[src/design/clock_pkg.sv]
/*
 * Shared types and rate constants of the six-digit clock.
 * RTL and testbench import this package; a board build retunes only the dividers.
 */
package clock_pkg;

	// ---------------------------------------------------------------------
	// Mode and field selector
	// ---------------------------------------------------------------------
	typedef enum logic [2:0] {
		MODE_CLOCK = 3'd0,
		MODE_SETUP = 3'd1,
		MODE_ALARM = 3'd2
	} mode_t;

	typedef enum logic [1:0] {
		POS_SEC  = 2'd0,
		POS_MIN  = 2'd1,
		POS_HOUR = 2'd2
	} pos_t;

	// ---------------------------------------------------------------------
	// Time value and display types
	// ---------------------------------------------------------------------
	typedef struct packed {
		logic [5:0] hour;
		logic [5:0] min;
		logic [5:0] sec;
	} hms_t;

	// Segments a..g, a in the MSB, active high
	typedef logic [6:0] seg_t;

	localparam int NUM_DIGITS = 6;

	// Wrap limits, minutes share the seconds limit
	localparam int SEC_MAX  = 59;
	localparam int HOUR_MAX = 23;

	// ---------------------------------------------------------------------
	// Tick rates in system clocks (scaled down for simulation)
	// ---------------------------------------------------------------------
	localparam int SEC_TICK_DIV   = 2000;
	localparam int SCAN_TICK_DIV  = 8;
	localparam int BTN_SAMPLE_DIV = 16;

endpackage
[src/design/clock_ctrl_if.sv]
/*
 * Mode and button events from the control block to the timekeeper.
 * inc is a single-cycle pulse per press, the rest are levels.
 */
`timescale 1ns/1ps

interface clock_ctrl_if import clock_pkg::*; ();

	mode_t mode;
	pos_t  pos;
	logic  inc;
	logic  alarm_en;

	modport ctrl (
		output mode,
		output pos,
		output inc,
		output alarm_en
	);

	modport keeper (
		input mode,
		input pos,
		input inc,
		input alarm_en
	);

endinterface

[src/design/clock_top.sv]
/*
 * Top level of the six-digit clock with alarm.
 * Buttons in, multiplexed segment drive and alarm level out.
 */
`timescale 1ns/1ps

module clock_top import clock_pkg::*; (
	input  logic                  clk,
	input  logic                  rst_n,
	input  logic                  i_btn_mode,
	input  logic                  i_btn_pos,
	input  logic                  i_btn_inc,
	input  logic                  i_btn_alarm,
	output seg_t                  o_seg,
	output logic                  o_seg_dp,
	output logic [NUM_DIGITS-1:0] o_seg_enb,
	output logic                  o_alarm
);

	logic sec_tick;
	hms_t disp_time;

	clock_ctrl_if u_ctrl_if ();

	tick_gen #(
		.DIV (SEC_TICK_DIV)
	) u_sec_tick (
		.clk    (clk),
		.rst_n  (rst_n),
		.o_tick (sec_tick)
	);

	mode_ctrl u_mode_ctrl (
		.clk         (clk),
		.rst_n       (rst_n),
		.i_btn_mode  (i_btn_mode),
		.i_btn_pos   (i_btn_pos),
		.i_btn_inc   (i_btn_inc),
		.i_btn_alarm (i_btn_alarm),
		.ctrl        (u_ctrl_if)
	);

	timekeeper u_timekeeper (
		.clk         (clk),
		.rst_n       (rst_n),
		.keep        (u_ctrl_if),
		.i_sec_tick  (sec_tick),
		.o_disp_time (disp_time),
		.o_alarm     (o_alarm)
	);

	display_scan u_display_scan (
		.clk       (clk),
		.rst_n     (rst_n),
		.i_time    (disp_time),
		.i_mode    (u_ctrl_if.mode),
		.o_seg     (o_seg),
		.o_seg_dp  (o_seg_dp),
		.o_seg_enb (o_seg_enb)
	);

endmodule

[src/design/display_scan.sv]
/*
 * Multiplexed seven-segment driver for six digits.
 * Splits the time into decimal digits and scans one digit per scan tick.
 */
`timescale 1ns/1ps

module display_scan import clock_pkg::*; (
	input  logic                  clk,
	input  logic                  rst_n,
	input  hms_t                  i_time,
	input  mode_t                 i_mode,
	output seg_t                  o_seg,
	output logic                  o_seg_dp,
	output logic [NUM_DIGITS-1:0] o_seg_enb
);

	localparam int IDX_W = $clog2(NUM_DIGITS);

	logic                  scan_tick;
	logic [IDX_W-1:0]      idx;
	logic [3:0]            digit [NUM_DIGITS];
	logic [NUM_DIGITS-1:0] dp_vec;

	function automatic seg_t seg_of(input logic [3:0] num);
		seg_t seg;
		case (num)
			4'd0:    seg = 7'b111_1110;
			4'd1:    seg = 7'b011_0000;
			4'd2:    seg = 7'b110_1101;
			4'd3:    seg = 7'b111_1001;
			4'd4:    seg = 7'b011_0011;
			4'd5:    seg = 7'b101_1011;
			4'd6:    seg = 7'b101_1111;
			4'd7:    seg = 7'b111_0000;
			4'd8:    seg = 7'b111_1111;
			4'd9:    seg = 7'b111_0011;
			default: seg = 7'b000_0000;
		endcase
		return seg;
	endfunction

	tick_gen #(
		.DIV (SCAN_TICK_DIV)
	) u_scan_tick (
		.clk    (clk),
		.rst_n  (rst_n),
		.o_tick (scan_tick)
	);

	// ---------------------------------------------------------------------
	// Digit split, digit 0 is the ones of seconds
	// ---------------------------------------------------------------------
	assign digit[0] = 4'(i_time.sec % 6'd10);
	assign digit[1] = 4'(i_time.sec / 6'd10);
	assign digit[2] = 4'(i_time.min % 6'd10);
	assign digit[3] = 4'(i_time.min / 6'd10);
	assign digit[4] = 4'(i_time.hour % 6'd10);
	assign digit[5] = 4'(i_time.hour / 6'd10);

	// Mode code on the low decimal points, upper ones stay dark
	assign dp_vec = NUM_DIGITS'(i_mode);

	always_ff @(posedge clk or negedge rst_n) begin
		if (!rst_n) begin
			idx       <= '0;
			o_seg     <= '0;
			o_seg_dp  <= 1'b0;
			o_seg_enb <= '1;
		end else if (scan_tick) begin
			o_seg     <= seg_of(digit[idx]);
			o_seg_dp  <= dp_vec[idx];
			o_seg_enb <= ~(NUM_DIGITS'(1) << idx);
			idx       <= (idx == IDX_W'(NUM_DIGITS - 1)) ? '0 : idx + 1'b1;
		end
	end

endmodule

[src/design/timekeeper.sv]
/*
 * Running time and alarm time, with increment routing by mode.
 * Also selects the displayed time and holds the alarm latch.
 */
`timescale 1ns/1ps

module timekeeper import clock_pkg::*; (
	input  logic         clk,
	input  logic         rst_n,
	clock_ctrl_if.keeper keep,
	input  logic         i_sec_tick,
	output hms_t         o_disp_time,
	output logic         o_alarm
);

	logic run_tick;
	logic time_inc;
	logic alarm_inc;
	hms_t run_time;
	hms_t alarm_time;

	// Time is frozen while it is being set
	assign run_tick  = i_sec_tick && (keep.mode != MODE_SETUP);
	assign time_inc  = keep.inc && (keep.mode == MODE_SETUP);
	assign alarm_inc = keep.inc && (keep.mode == MODE_ALARM);

	hms_counter #(
		.RUNNING (1'b1)
	) u_time (
		.clk    (clk),
		.rst_n  (rst_n),
		.i_tick (run_tick),
		.i_inc  (time_inc),
		.i_pos  (keep.pos),
		.o_time (run_time)
	);

	// Alarm time only moves on presses
	hms_counter #(
		.RUNNING (1'b0)
	) u_alarm_time (
		.clk    (clk),
		.rst_n  (rst_n),
		.i_tick (i_sec_tick),
		.i_inc  (alarm_inc),
		.i_pos  (keep.pos),
		.o_time (alarm_time)
	);

	assign o_disp_time = (keep.mode == MODE_ALARM) ? alarm_time : run_time;

	// Latched on match, cleared only by disabling the alarm
	always_ff @(posedge clk or negedge rst_n) begin
		if (!rst_n) begin
			o_alarm <= 1'b0;
		end else if (!keep.alarm_en) begin
			o_alarm <= 1'b0;
		end else if (run_time == alarm_time) begin
			o_alarm <= 1'b1;
		end
	end

endmodule

[src/design/hms_counter.sv]
/*
 * Hours:minutes:seconds register with per-field increment.
 * RUNNING adds the seconds tick with its carry chain into minutes and hours.
 */
`timescale 1ns/1ps

module hms_counter import clock_pkg::*; #(
	parameter bit RUNNING = 1'b1
) (
	input  logic clk,
	input  logic rst_n,
	input  logic i_tick,
	input  logic i_inc,
	input  pos_t i_pos,
	output hms_t o_time
);

	hms_t time_q;
	hms_t time_nxt;

	function automatic logic [5:0] wrap_inc(input logic [5:0] val, input int lim);
		return (val >= lim) ? 6'd0 : val + 6'd1;
	endfunction

	always_comb begin
		time_nxt = time_q;
		if (i_inc) begin
			// Setting a field never carries into the next one
			case (i_pos)
				POS_SEC:  time_nxt.sec  = wrap_inc(time_q.sec, SEC_MAX);
				POS_MIN:  time_nxt.min  = wrap_inc(time_q.min, SEC_MAX);
				POS_HOUR: time_nxt.hour = wrap_inc(time_q.hour, HOUR_MAX);
				default:  time_nxt      = time_q;
			endcase
		end else if (RUNNING && i_tick) begin
			// Constant RUNNING folds this branch away in the alarm copy
			time_nxt.sec = wrap_inc(time_q.sec, SEC_MAX);
			if (time_q.sec == 6'(SEC_MAX)) begin
				time_nxt.min = wrap_inc(time_q.min, SEC_MAX);
				if (time_q.min == 6'(SEC_MAX)) begin
					time_nxt.hour = wrap_inc(time_q.hour, HOUR_MAX);
				end
			end
		end
	end

	always_ff @(posedge clk or negedge rst_n) begin
		if (!rst_n) begin
			time_q <= '0;
		end else begin
			time_q <= time_nxt;
		end
	end

	assign o_time = time_q;

endmodule

[src/design/mode_ctrl.sv]
/*
 * Button sampling and press detection, plus the mode, field and alarm-enable state.
 * Drives the control interface toward the timekeeper.
 */
`timescale 1ns/1ps

module mode_ctrl import clock_pkg::*; (
	input  logic       clk,
	input  logic       rst_n,
	input  logic       i_btn_mode,
	input  logic       i_btn_pos,
	input  logic       i_btn_inc,
	input  logic       i_btn_alarm,
	clock_ctrl_if.ctrl ctrl
);

	typedef struct packed {
		logic mode;
		logic pos;
		logic inc;
		logic alarm;
	} btn_t;

	logic  smp_tick;
	logic  smp_d;
	btn_t  btn_raw;
	btn_t  btn_s1;
	btn_t  btn_s2;
	btn_t  press;
	mode_t mode_q;
	pos_t  pos_q;
	logic  alarm_en_q;

	tick_gen #(
		.DIV (BTN_SAMPLE_DIV)
	) u_smp_tick (
		.clk    (clk),
		.rst_n  (rst_n),
		.o_tick (smp_tick)
	);

	assign btn_raw = {i_btn_mode, i_btn_pos, i_btn_inc, i_btn_alarm};

	// ---------------------------------------------------------------------
	// Two-stage sampling at the slow rate filters contact bounce
	// ---------------------------------------------------------------------
	always_ff @(posedge clk or negedge rst_n) begin
		if (!rst_n) begin
			smp_d  <= 1'b0;
			btn_s1 <= '0;
			btn_s2 <= '0;
		end else begin
			smp_d <= smp_tick;
			if (smp_tick) begin
				btn_s1 <= btn_raw;
				btn_s2 <= btn_s1;
			end
		end
	end

	// Rising sample, valid only in the cycle after a sample tick
	assign press = smp_d ? (btn_s1 & ~btn_s2) : '0;

	always_ff @(posedge clk or negedge rst_n) begin
		if (!rst_n) begin
			mode_q     <= MODE_CLOCK;
			pos_q      <= POS_SEC;
			alarm_en_q <= 1'b0;
		end else begin
			if (press.mode) begin
				case (mode_q)
					MODE_CLOCK: mode_q <= MODE_SETUP;
					MODE_SETUP: mode_q <= MODE_ALARM;
					default:    mode_q <= MODE_CLOCK;
				endcase
			end
			if (press.pos) begin
				case (pos_q)
					POS_SEC: pos_q <= POS_MIN;
					POS_MIN: pos_q <= POS_HOUR;
					default: pos_q <= POS_SEC;
				endcase
			end
			if (press.alarm) begin
				alarm_en_q <= ~alarm_en_q;
			end
		end
	end

	assign ctrl.mode     = mode_q;
	assign ctrl.pos      = pos_q;
	assign ctrl.alarm_en = alarm_en_q;
	// Increments only mean something while a time is being edited
	assign ctrl.inc      = press.inc && (mode_q != MODE_CLOCK);

endmodule

[src/design/tick_gen.sv]
/*
 * Divider giving a one-cycle enable every DIV clocks (DIV >= 2).
 * Replaces derived clocks for seconds, button sampling and the scan.
 */
`timescale 1ns/1ps

module tick_gen #(
	parameter int DIV = 2
) (
	input  logic clk,
	input  logic rst_n,
	output logic o_tick
);

	localparam int CW = $clog2(DIV);

	logic [CW-1:0] cnt;

	// Terminal count is the tick itself
	assign o_tick = (cnt == CW'(DIV - 1));

	always_ff @(posedge clk or negedge rst_n) begin
		if (!rst_n) begin
			cnt <= '0;
		end else if (o_tick) begin
			cnt <= '0;
		end else begin
			cnt <= cnt + 1'b1;
		end
	end

endmodule

[config.mk]
export PLATFORM = sky130hd
export DESIGN_NAME = clock_top
export DESIGN_NICKNAME = d
export VERILOG_FILES = /design/src/design/clock_pkg.sv /design/src/design/clock_ctrl_if.sv /design/src/design/clock_top.sv /design/src/design/display_scan.sv /design/src/design/timekeeper.sv /design/src/design/hms_counter.sv /design/src/design/mode_ctrl.sv /design/src/design/tick_gen.sv
export SDC_FILE = /design/constraint.sdc
export NUM_CORES = 1
export LEC_CHECK = 0
export BUFFER_PORTS_ARGS = -buffer_cell sky130_fd_sc_hd__buf_2
export CAP_MARGIN = 30
export CORE_ASPECT_RATIO = 1.25
export CORE_MARGIN = 4
export CORE_UTILIZATION = 50
export DETAILED_ROUTE_END_ITERATION = 12
export GPL_TIMING_DRIVEN = 0
export PLACE_DENSITY = 0.75
export SLEW_MARGIN = 30
export SYNTH_ARGS = -nofsm -noshare
export SYNTH_HDL_FRONTEND = slang
export SYNTH_HIERARCHICAL = 1
export SYNTH_SLANG_ARGS = --single-unit
export TNS_END_PERCENT = 50
[constraint.sdc]
create_clock -name clk -period 9.98 [get_ports clk]
set_clock_uncertainty 0.2 [all_clocks]
set_input_delay 1.996 -clock clk [delete_from_list [all_inputs] [get_ports clk]]
set_output_delay 1.996 -clock clk [all_outputs]
set_load 0.01 [all_outputs]
==> Word level (Yosys, flattened, before mapping) <==
Memory sizes are Yosys's and may differ from the RTL's. A register that Yosys moved wholly into a read port is not among the register bits.
Index checks and enable logic that the tools add are counted.
Widths: inputs -> output; s select.
{ "totals": {"output_inout_bits": 15, "latch_bits": 0, "in_bits": 6, "mem_bits_rw": 0, "reg_bits": 80, "word_cells": 117, "romBits": 112, "mem_count": 1} }
{ "mem_list": {"columns": ["memory", "depth", "word_bits", "rd", "rd_clocked_by_memory_dff", "write_ports", "line_no", "text"], "rows": [
  ["(no name shown)", 16, 7, 1, 1, 0, "display_scan.sv:26", "case (num)"]
]} }
{ "op_classes": {"magnitude_cmp": 8, "shift": 1, "n_eq_ne": 16, "add_sub_neg": 10, "mux": 28, "reduce_logical": 17, "mul": 0, "n_bitwise": 5, "div_mod_pow": 6} }
{ "op_table": {"columns": ["op", "n"], "rows": [
  ["$mux 6", 10],
  ["$mux 18", 3],
  ["$add 6x1->6 const B", 6],
  ["$ge 6x6->1 const B", 4],
  ["$div 6x4->6 const B", 3],
  ["$eq 18x18->1", 1],
  ["$mod 6x4->6 const B", 3],
  ["$mux 4", 4],
  ["$bmux 4 s3", 1],
  ["$eq 6x6->1 const B", 2],
  ["$ge 6x5->1 const B", 2],
  ["$mux 12", 1],
  ["$add 11x1->11 const B", 1],
  ["$eq 11x11->1 const B", 1],
  ["$mux 11", 1],
  ["$pmux 2 s2", 2],
  ["$reduce_and 2->1", 4],
  ["$add 3x1->3 const B", 2],
  ["$eq 3x3->1 const B", 2],
  ["$mux 3", 2],
  ["$ne 2x2->1 const B", 3],
  ["$not 6->6", 1],
  ["$reduce_bool 2->1", 3],
  ["$shl 1x3->6 const A", 1],
  ["23 further kinds", 28]
]} }

==> Longest topological paths before layout <==
Gate-level depths: netlist (run 1).
{ "depth": {"ltp_word": 7, "depth_mapped": 20, "depth_no_buf": 16} }

==> Cells and area by module <==
Netlist (run 1), hierarchy kept.
{ "by_module_without_submodules": {"columns": ["module", "n_inst", "seq_area_each_um2", "cells_each", "area_per_inst_um2"], "rows": [
  ["display_scan", 1, 432.9, 259, 2088.3],
  ["hms_counter at u_timekeeper.u_time", 1, 450.4, 108, 1024.7],
  ["hms_counter at u_timekeeper.u_alarm_time", 1, 450.4, 95, 925.9],
  ["mode_ctrl", 1, 350.3, 39, 563.0],
  ["tick_gen at u_sec_tick", 1, 275.3, 50, 553.0],
  ["timekeeper", 1, 25.0, 51, 534.3],
  ["tick_gen at u_mode_ctrl.u_smp_tick", 1, 100.1, 13, 168.9],
  ["tick_gen at u_display_scan.u_scan_tick", 1, 75.1, 6, 103.8]
]} }

==> Worst setup path before layout (run 1) <==
No wires, ideal clock.
{ "synth_path": {"kind": "register to register", "start": "register u_mode_ctrl.mode_q[0] (netlist: u_mode_ctrl/ctrl.mode[0])", "end": "register u_display_scan.o_seg[6]", "arrival_ns": 3.733, "setup_ns": 0.087, "path_stages_with_launch": 17, "synth_period_minus_slack_ns": 4.020, "n_path_buf": 3, "setup_slack_ns": 5.960, "required_time_ns": 9.693, "path_cell_list": "dfrtp_1 nor3b_2 buf_6 buf_12 mux2_4 buf_6 inv_1 ha_1 o31a_2 a21oi_2 inv_1 ha_1 a2111oi_1 a311oi_2 nand2_2 mux2_1 a211oi_2"} }
{ "synth_rtl": {"columns": ["item", "line_no", "text"], "rows": [
  ["start, declared", "mode_ctrl.sv:30", "mode_t mode_q;"],
  ["start signal, assigned", "mode_ctrl.sv:66", "mode_q <= MODE_CLOCK;"],
  ["start signal, assigned", "mode_ctrl.sv:72", "MODE_CLOCK: mode_q <= MODE_SETUP;"],
  ["start signal, assigned", "mode_ctrl.sv:73", "MODE_SETUP: mode_q <= MODE_ALARM;"],
  ["end, declared", "display_scan.sv:12", "output seg_t o_seg,"]
]} }

==> results.md, run 1 <==
* Status: finished clean
* Grt ovf at 0
* Area occupied by multi-input gates at 3550 um2
* Die Span Y at 130 um
* Yosys reg bits at 86
* Top cell by count, worst path: inv_1
* Worst min path class: reg2reg
* CTS tree: yes
* Filler instances at 1057
* Ports at 21
* Routed WL at 12600 um
* Max VDD drop at 0.0000883 V
* PD cells at 110 nW/um2
* Die area at 13700 um2
* Number of global-route vias before repair at 4724
* FP Rows at 44
* Sequential share of the synthesized area at 36.2%
* Post-Syn Area at 5960 um2
* Crit. End Element: flip-flop
* Most frequent cell after synthesis: dfrtp_1
* TritonCTS buffer count at 9
* Post-synth top cells: dfrtp_1 (80), nand2_1 (47), o21ai_0 (44), a21oi_1 (39), nor2_1 (37)
* Initial DRT Pass Iterations at 5
* Hold worst-path end: u_display_scan/u_scan_tick/cnt[0]
* Dpl ws at 5.61 ns
* H-Tree Depth at 3
* Leakage power at 2.79 nW
* Share of layout cells above drive strength 1 at 20.4%
* Crit-path leading delay family: compound AO/OA/AOI/OAI gates
* Worst setup path category: reg2reg
* Unrepaired setup endpoints after global routing: no
* Crit path depth at 18
* CP startpoint kind: flip-flop
* Netlist cell types at 104
* Worst Path Max Fanout at 10
* Share of the synthesized area in the top cell type at 33.6%
* Final setup viols at 0
* Crit path DAT at 4.47 ns
* # hold bufs at CTS at 0
* Post-synth EDFFs at 0
* Hold Crit Start: u_display_scan/u_scan_tick/cnt[0]
* Setup ws final at 5.57 ns
* Post-route DRC at 0
* Fin. max-slew vios at 0
* Count of cells resized by post-cts repair at 0
* Max Cap Viol at 0
* Worst slew pin tran at 0.552 ns
* DR WL/cell at 15.4 um
* Ant diodes at 0
* Input/output buffers at 20
* DP HPWL at 9280 um
* Synth Flop Type: dfrtp_1
* Nets at 681
* Slew headroom at 63.2%
* WP buf/inv at 6
* Fmax at 227 MHz
* Worst r2r src: u_mode_ctrl/ctrl.mode[0]
* RR Endpoint: u_display_scan/o_seg[3]
* Top area cells in the synthesized netlist: dfrtp_1 (34%), ha_1 (4.6%), o21ai_0 (3.7%), mux2_2 (3.6%), a21oi_1 (3.3%)
* Syn Nets at 649
* Worst EP required at 10.04 ns
* Vias/cell at 5.84
* Top cell type by total area after synthesis: dfrtp_1
* Total power draw at 725 uW
* Largest net degree at the start of global routing at 54
* Post-place instance area at 6300 um2
* Critical Path, Cell by Cell: nor3b_2, buf_6, buf_12, mux2_4, buf_6, inv_1, ha_1, nor2b_1, o21ai_0, nand3_1, nand3_1, o21ai_0, a211oi_2, inv_1, ha_1, inv_1, mux2_1, o221ai_1
* Mean area per synthesized cell at 9.60 um2
* Post-CTS Setup Repair Bufs at 0
* Critical path's slowest cell: a211oi_2
* DR iter-0 viols at 225
* Post-route minimum period at 4.41 ns
* Setup TNS at 0 ns
* FF/Latch Area at 2160 um2
* Sink Count at 86
* DR vias at 4787
* Gpl congestion at 0.868
* Yosys Warn Count at 6
* Asr flop ratio synth at 100%
* Worst-skew pair later-pin latency at 0.34 ns
* Worst hold path stage count at 1
* Final critical-path share of the clock period at 44.2%
* Core area at 11700 um2
* Fin. Hold Viols at 0
* First-pass GRT wire length at 21500 um
* R2r setup slk at 5.57 ns
* Root Buffer: clkbuf_16
* Post-DRT Antenna Nets at 0
* Area growth, synth to finish at 10.5%
* Initial antenna violation count at 0
* Total GRT Usage at 19.0%
* Worst Reg-to-Reg Cells at 18
* Clock-pin transition on the worst setup and hold timing paths at 0.06 ns
* Die width at 106 um
* Initial Utilization at 51.1%
* Post-synthesis cell count at 621
* Max stage delay on crit path at 0.53 ns
* Clk buf depth at 2
* Final instance area at 6590 um2
worst max path at each step:
| stage | from | to | slack [ns] |
|---|---|---|---|
| 5_1_grt | u_mode_ctrl/ctrl.mode[0] | u_display_scan/o_seg[3] | 5.32 |
| 2_1_floorplan | u_mode_ctrl/ctrl.mode[0] | u_display_scan/o_seg[6] | 5.96 |
| 6_report | u_mode_ctrl/ctrl.mode[0] | u_display_scan/o_seg[3] | 5.57 |
| 3_5_place_dp | u_mode_ctrl/ctrl.mode[1] | u_display_scan/o_seg[3] | 5.61 |
| 3_3_place_gp | u_mode_ctrl/ctrl.mode[0] | u_display_scan/o_seg[6] | 5.67 |
| 4_1_cts | u_mode_ctrl/ctrl.mode[0] | u_display_scan/o_seg[3] | 5.57 |
state kept, by name (all words and copies together), names as in the netlist:
signal / count
u_timekeeper/u_alarm_time/o_time: 18
u_timekeeper/u_time/o_time: 18
u_sec_tick/cnt: 11
u_display_scan/o_seg: 7
u_display_scan/o_seg_enb: 6
u_mode_ctrl/btn_s1: 4
u_mode_ctrl/btn_s2: 4
u_mode_ctrl/u_smp_tick/cnt: 4
u_display_scan/idx: 3
u_display_scan/u_scan_tick/cnt: 3
u_mode_ctrl/ctrl.mode: 2
u_mode_ctrl/ctrl.pos: 2
u_display_scan/o_seg_dp: 1
u_mode_ctrl/ctrl.alarm_en: 1
u_mode_ctrl/smp_d: 1
u_timekeeper/o_alarm: 1
kinds of logic (layout without fill, tap and decap cells):
group                      after synthesis  after routing  synth area share, %
adders and majority gates               22             22                 4.62
xor gates and xnor gates                29             29                 4.26
muxes                                   36             36                 7.28
and+or+nand+nor                        223            223                 21.8
AOI/OAI and AO/OA                      177            177                 21.6
DFF                                     86             86                 36.2
other                                    1              1               0.0629
buffers and inverters                   47             84                 4.18
metrics by stage:
stage                     hold slack (ns)  instances  util [%]
after floorplan                     0.203        621         -
after global placement              0.214        802      53.7
after detailed placement            0.232        803      54.0
after CTS                           0.241        819      56.5
after global routing                0.255        819      56.5
final                               0.238        819      56.5
per-layer routing:
layer	part of all wire (%)	up-vias	wire [um]	global-route usage [%]
met4	2.9	0	367	9.45
met3	2.8	28	351	2.57
li1	-	2353	-	-
met5	0	-	0	0
met2	52	76	6530	34.5
met1	43	2330	5400	22.1
area by class of cell:
type / count / area share (%)
Buffer: 23 / 2.41
Inverter: 24 / 1.37
Sequential cell: 86 / 32.8
Multi-Input combinational cell: 488 / 53.9
Clock buffer: 11 / 3.53
Clock inverter: 5 / 0.911
Timing Repair Buffer: 21 / 2.03
Tap cell: 161 / 3.06
report_power, final:
group | switching, mW | total (mW) | internal (mW) | leakage (nW)
logic | 0.0197 | 0.0351 | 0.0154 | 1.58
clock network | 0.138 | 0.332 | 0.194 | 0.140
registers | 0.00512 | 0.358 | 0.353 | 1.07
total | 0.163 | 0.725 | 0.563 | 2.79
layout by cell type (no fill, tap or decap), types with 5 or more instances in the layout:
cell / synthesis / routed
nand2_1: 47 / 47
dfrtp_1: 80 / 80
clkbuf_16: 0 / 9
nor2_1: 37 / 37
nand2b_1: 15 / 15
xor2_1: 8 / 8
nor3_1: 8 / 8
o21ai_0: 44 / 44
a31oi_1: 7 / 7
a21oi_1: 39 / 39
nand3_1: 24 / 24
and2_1: 5 / 5
nand3b_1: 8 / 8
nand4_1: 11 / 11
mux2_2: 19 / 19
o31ai_1: 6 / 6
dfstp_2: 6 / 6
buf_2: 10 / 29
clkbuf_1: 5 / 7
xnor2_1: 21 / 21
inv_1: 24 / 24
nor2b_1: 10 / 10
mux2_4: 9 / 9
or3_1: 7 / 7
a21o_1: 5 / 5
ha_1: 22 / 22
(Power assumes the default switching activity.)
==> run 2, diff against run 1 <==
- clock period: 9.98 -> 4.14 ns (I/O delays scaled with it)
==> run 2 against run 1 <==
  * Die area did not move
  * Flip-flop and latch count did not move
  * Non-clock buffer count rose by 8
  * Largest cell class unchanged
==> results.md, run 2 (synthesis results as in run 1) <==
* Status: finished clean
* Fin util at 57.9%
* Routed WL at 13000 um
* Post-route DRC at 0
* Clk pwr share at 45.6%
* Ant diodes at 0
* Total GRT Usage at 19.1%
* Logic pwr share at 5.1%
* Vias/cell at 5.82
* WP buf/inv at 5
* Dpl ws at -0.228 ns
* Commonest cells after routing, fill and taps aside: dfrtp_1 (78), nand2_1 (47), o21ai_0 (41), a21oi_1 (37), nor2_1 (37)
* Final setup viols at 0
* Commonest non-fill, non-tap cell in the layout: dfrtp_1
* RR Endpoint: u_display_scan/o_seg[6]
* Initial antenna violation count at 0
* Max Cap Viol at 0
* Critical path's slowest cell: dfrtp_2
* Core area at 11700 um2
* Switching Share at 22.4%
* Post-place instance area at 6300 um2
* Slew headroom at 64.2%
* DR iter-0 viols at 217
* Worst Reg-to-Reg Cells at 16
* Worst-skew pair later-pin latency at 0.34 ns
* Clk buf depth at 2
* Sw Pwr at 392 uW
* Input/output buffers at 20
* Initial Utilization at 51.1%
* Largest net degree at the start of global routing at 54
* First-pass GRT wire length at 21600 um
* Placed Cells at 803
* Fin. max-slew vios at 0
* TritonCTS buffer count at 9
* Final critical-path share of the clock period at 97.2%
* R2r setup slk at 0.11 ns
* Grt ovf at 0
* Die width at 106 um
* Worst EP required at 4.20 ns
* Fin. Hold Viols at 0
* Leakage power at 2.86 nW
* H-Tree Depth at 3
* DR vias at 4815
* Root Buffer: clkbuf_16
* Nets at 689
* Final hold slack at 0.163 ns
* CP startpoint kind: flip-flop
* Die area at 13700 um2
* Fmax at 248 MHz
* Ports at 21
* Sink Count at 86
* DR WL/cell at 15.7 um
* Clock-pin transition on the worst setup and hold timing paths at 0.06 ns
* Setup ws final at 0.115 ns
* Worst slew pin tran at 0.533 ns
* Internal power at 1.36 mW
* Number of global-route vias before repair at 4750
* Post-route minimum period at 4.03 ns
* Crit path DAT at 4.08 ns
* Share of layout cells above drive strength 1 at 23.9%
* Max VDD drop at 0.000213 V
* CTS tree: yes
* Final instance area at 6760 um2
* Worst Path Max Fanout at 10
* Worst min path class: in2async
* Initial DRT Pass Iterations at 4
* Gpl congestion at 0.868
* Die Span Y at 130 um
* Post-DRT Antenna Nets at 0
* PD cells at 259 nW/um2
* FP Rows at 44
* Sequential fraction of design power at 49.3%
* Max stage delay on crit path at 0.45 ns
* Critical Path, Cell by Cell: nor3b_2, buf_6, buf_12, mux2_4, buf_6, inv_1, ha_1, o31a_2, a21oi_4, inv_1, ha_4, o21ai_2, a311oi_4, nand2_2, mux2_1, a211oi_2
* Final non-filler cell total at 827
* Crit. End Element: flip-flop
* DP HPWL at 9280 um
* Worst setup path category: reg2reg
* Crit-path leading delay family: compound AO/OA/AOI/OAI gates
* Area growth, synth to finish at 13.4%
* Worst r2r src: u_mode_ctrl/ctrl.mode[0]
-- run 2: cell count changes in the layout (fill, tap and decap cells not counted), sizes merged --
cell / before / now
buf: 38 / 46
-- run 2: how the worst max path moves through the flow --
stage	from	end	slack, ns	cells after the start
after floorplan	u_mode_ctrl/ctrl.mode[0]	u_display_scan/o_seg[6]	0.12	16
after global placement	u_mode_ctrl/ctrl.mode[0]	u_display_scan/o_seg[6]	-0.17	16
after detailed placement	u_mode_ctrl/ctrl.mode[1]	u_display_scan/o_seg[3]	-0.23	18
after CTS	u_mode_ctrl/ctrl.mode[0]	u_display_scan/o_seg[0]	0.05	18
after global routing	u_mode_ctrl/ctrl.mode[0]	u_display_scan/o_seg[6]	-0.02	17
final	u_mode_ctrl/ctrl.mode[0]	u_display_scan/o_seg[6]	0.11	16
-- run 2: repair_timing --
item | 4_1_cts | 5_1_grt
pin swaps | 4 | 10
hold buffers | 0 | 0
buffers inserted | 4 | 4
endpoints found under the setup margin | 7 | 7
gates cloned | 0 | 0
resized for setup | 4 | 20
-- run 2: per-stage QoR --
stage	TNS [ns]	power, mW
after floorplan	0	0.927
after global placement	-0.525	0.955
after detailed placement	-0.843	0.963
after CTS	0	1.77
after global routing	-0.0159	1.82
final	0	1.75
-- run 2: area by class of cell --
type | count | area, um2
sequential | 86 | 2160
multi-input combinational | 488 | 3660
clock buffer | 11 | 233
inverter | 24 | 90.1
clock inverter | 5 | 60.1
tap | 161 | 201
timing repair buffer | 29 | 194
fill | 1031 | 4910
buffer | 23 | 159
-- run 2: power by group through the flow --
| stage | clock network, mW | registers [mW] | logic, mW |
|---|---|---|---|
| 3_3_place_gp | 0 | 0.876 | 0.0785 |
| 5_1_grt | 0.859 | 0.864 | 0.101 |
| 2_1_floorplan | 0 | 0.874 | 0.0530 |
| 3_5_place_dp | 0 | 0.878 | 0.0854 |
| 4_1_cts | 0.821 | 0.863 | 0.0873 |
| 6_report | 0.799 | 0.863 | 0.0901 |
-- run 2: per-layer routing --
| layer | share of wire, % | global-route usage, % | vias to the layer above |
|---|---|---|---|
| met5 | 0 | 0 | - |
| met4 | 2.3 | 9.60 | 0 |
| met3 | 2.8 | 2.77 | 28 |
| met2 | 53 | 34.6 | 70 |
| met1 | 42 | 22.0 | 2348 |
| li1 | - | - | 2369 |
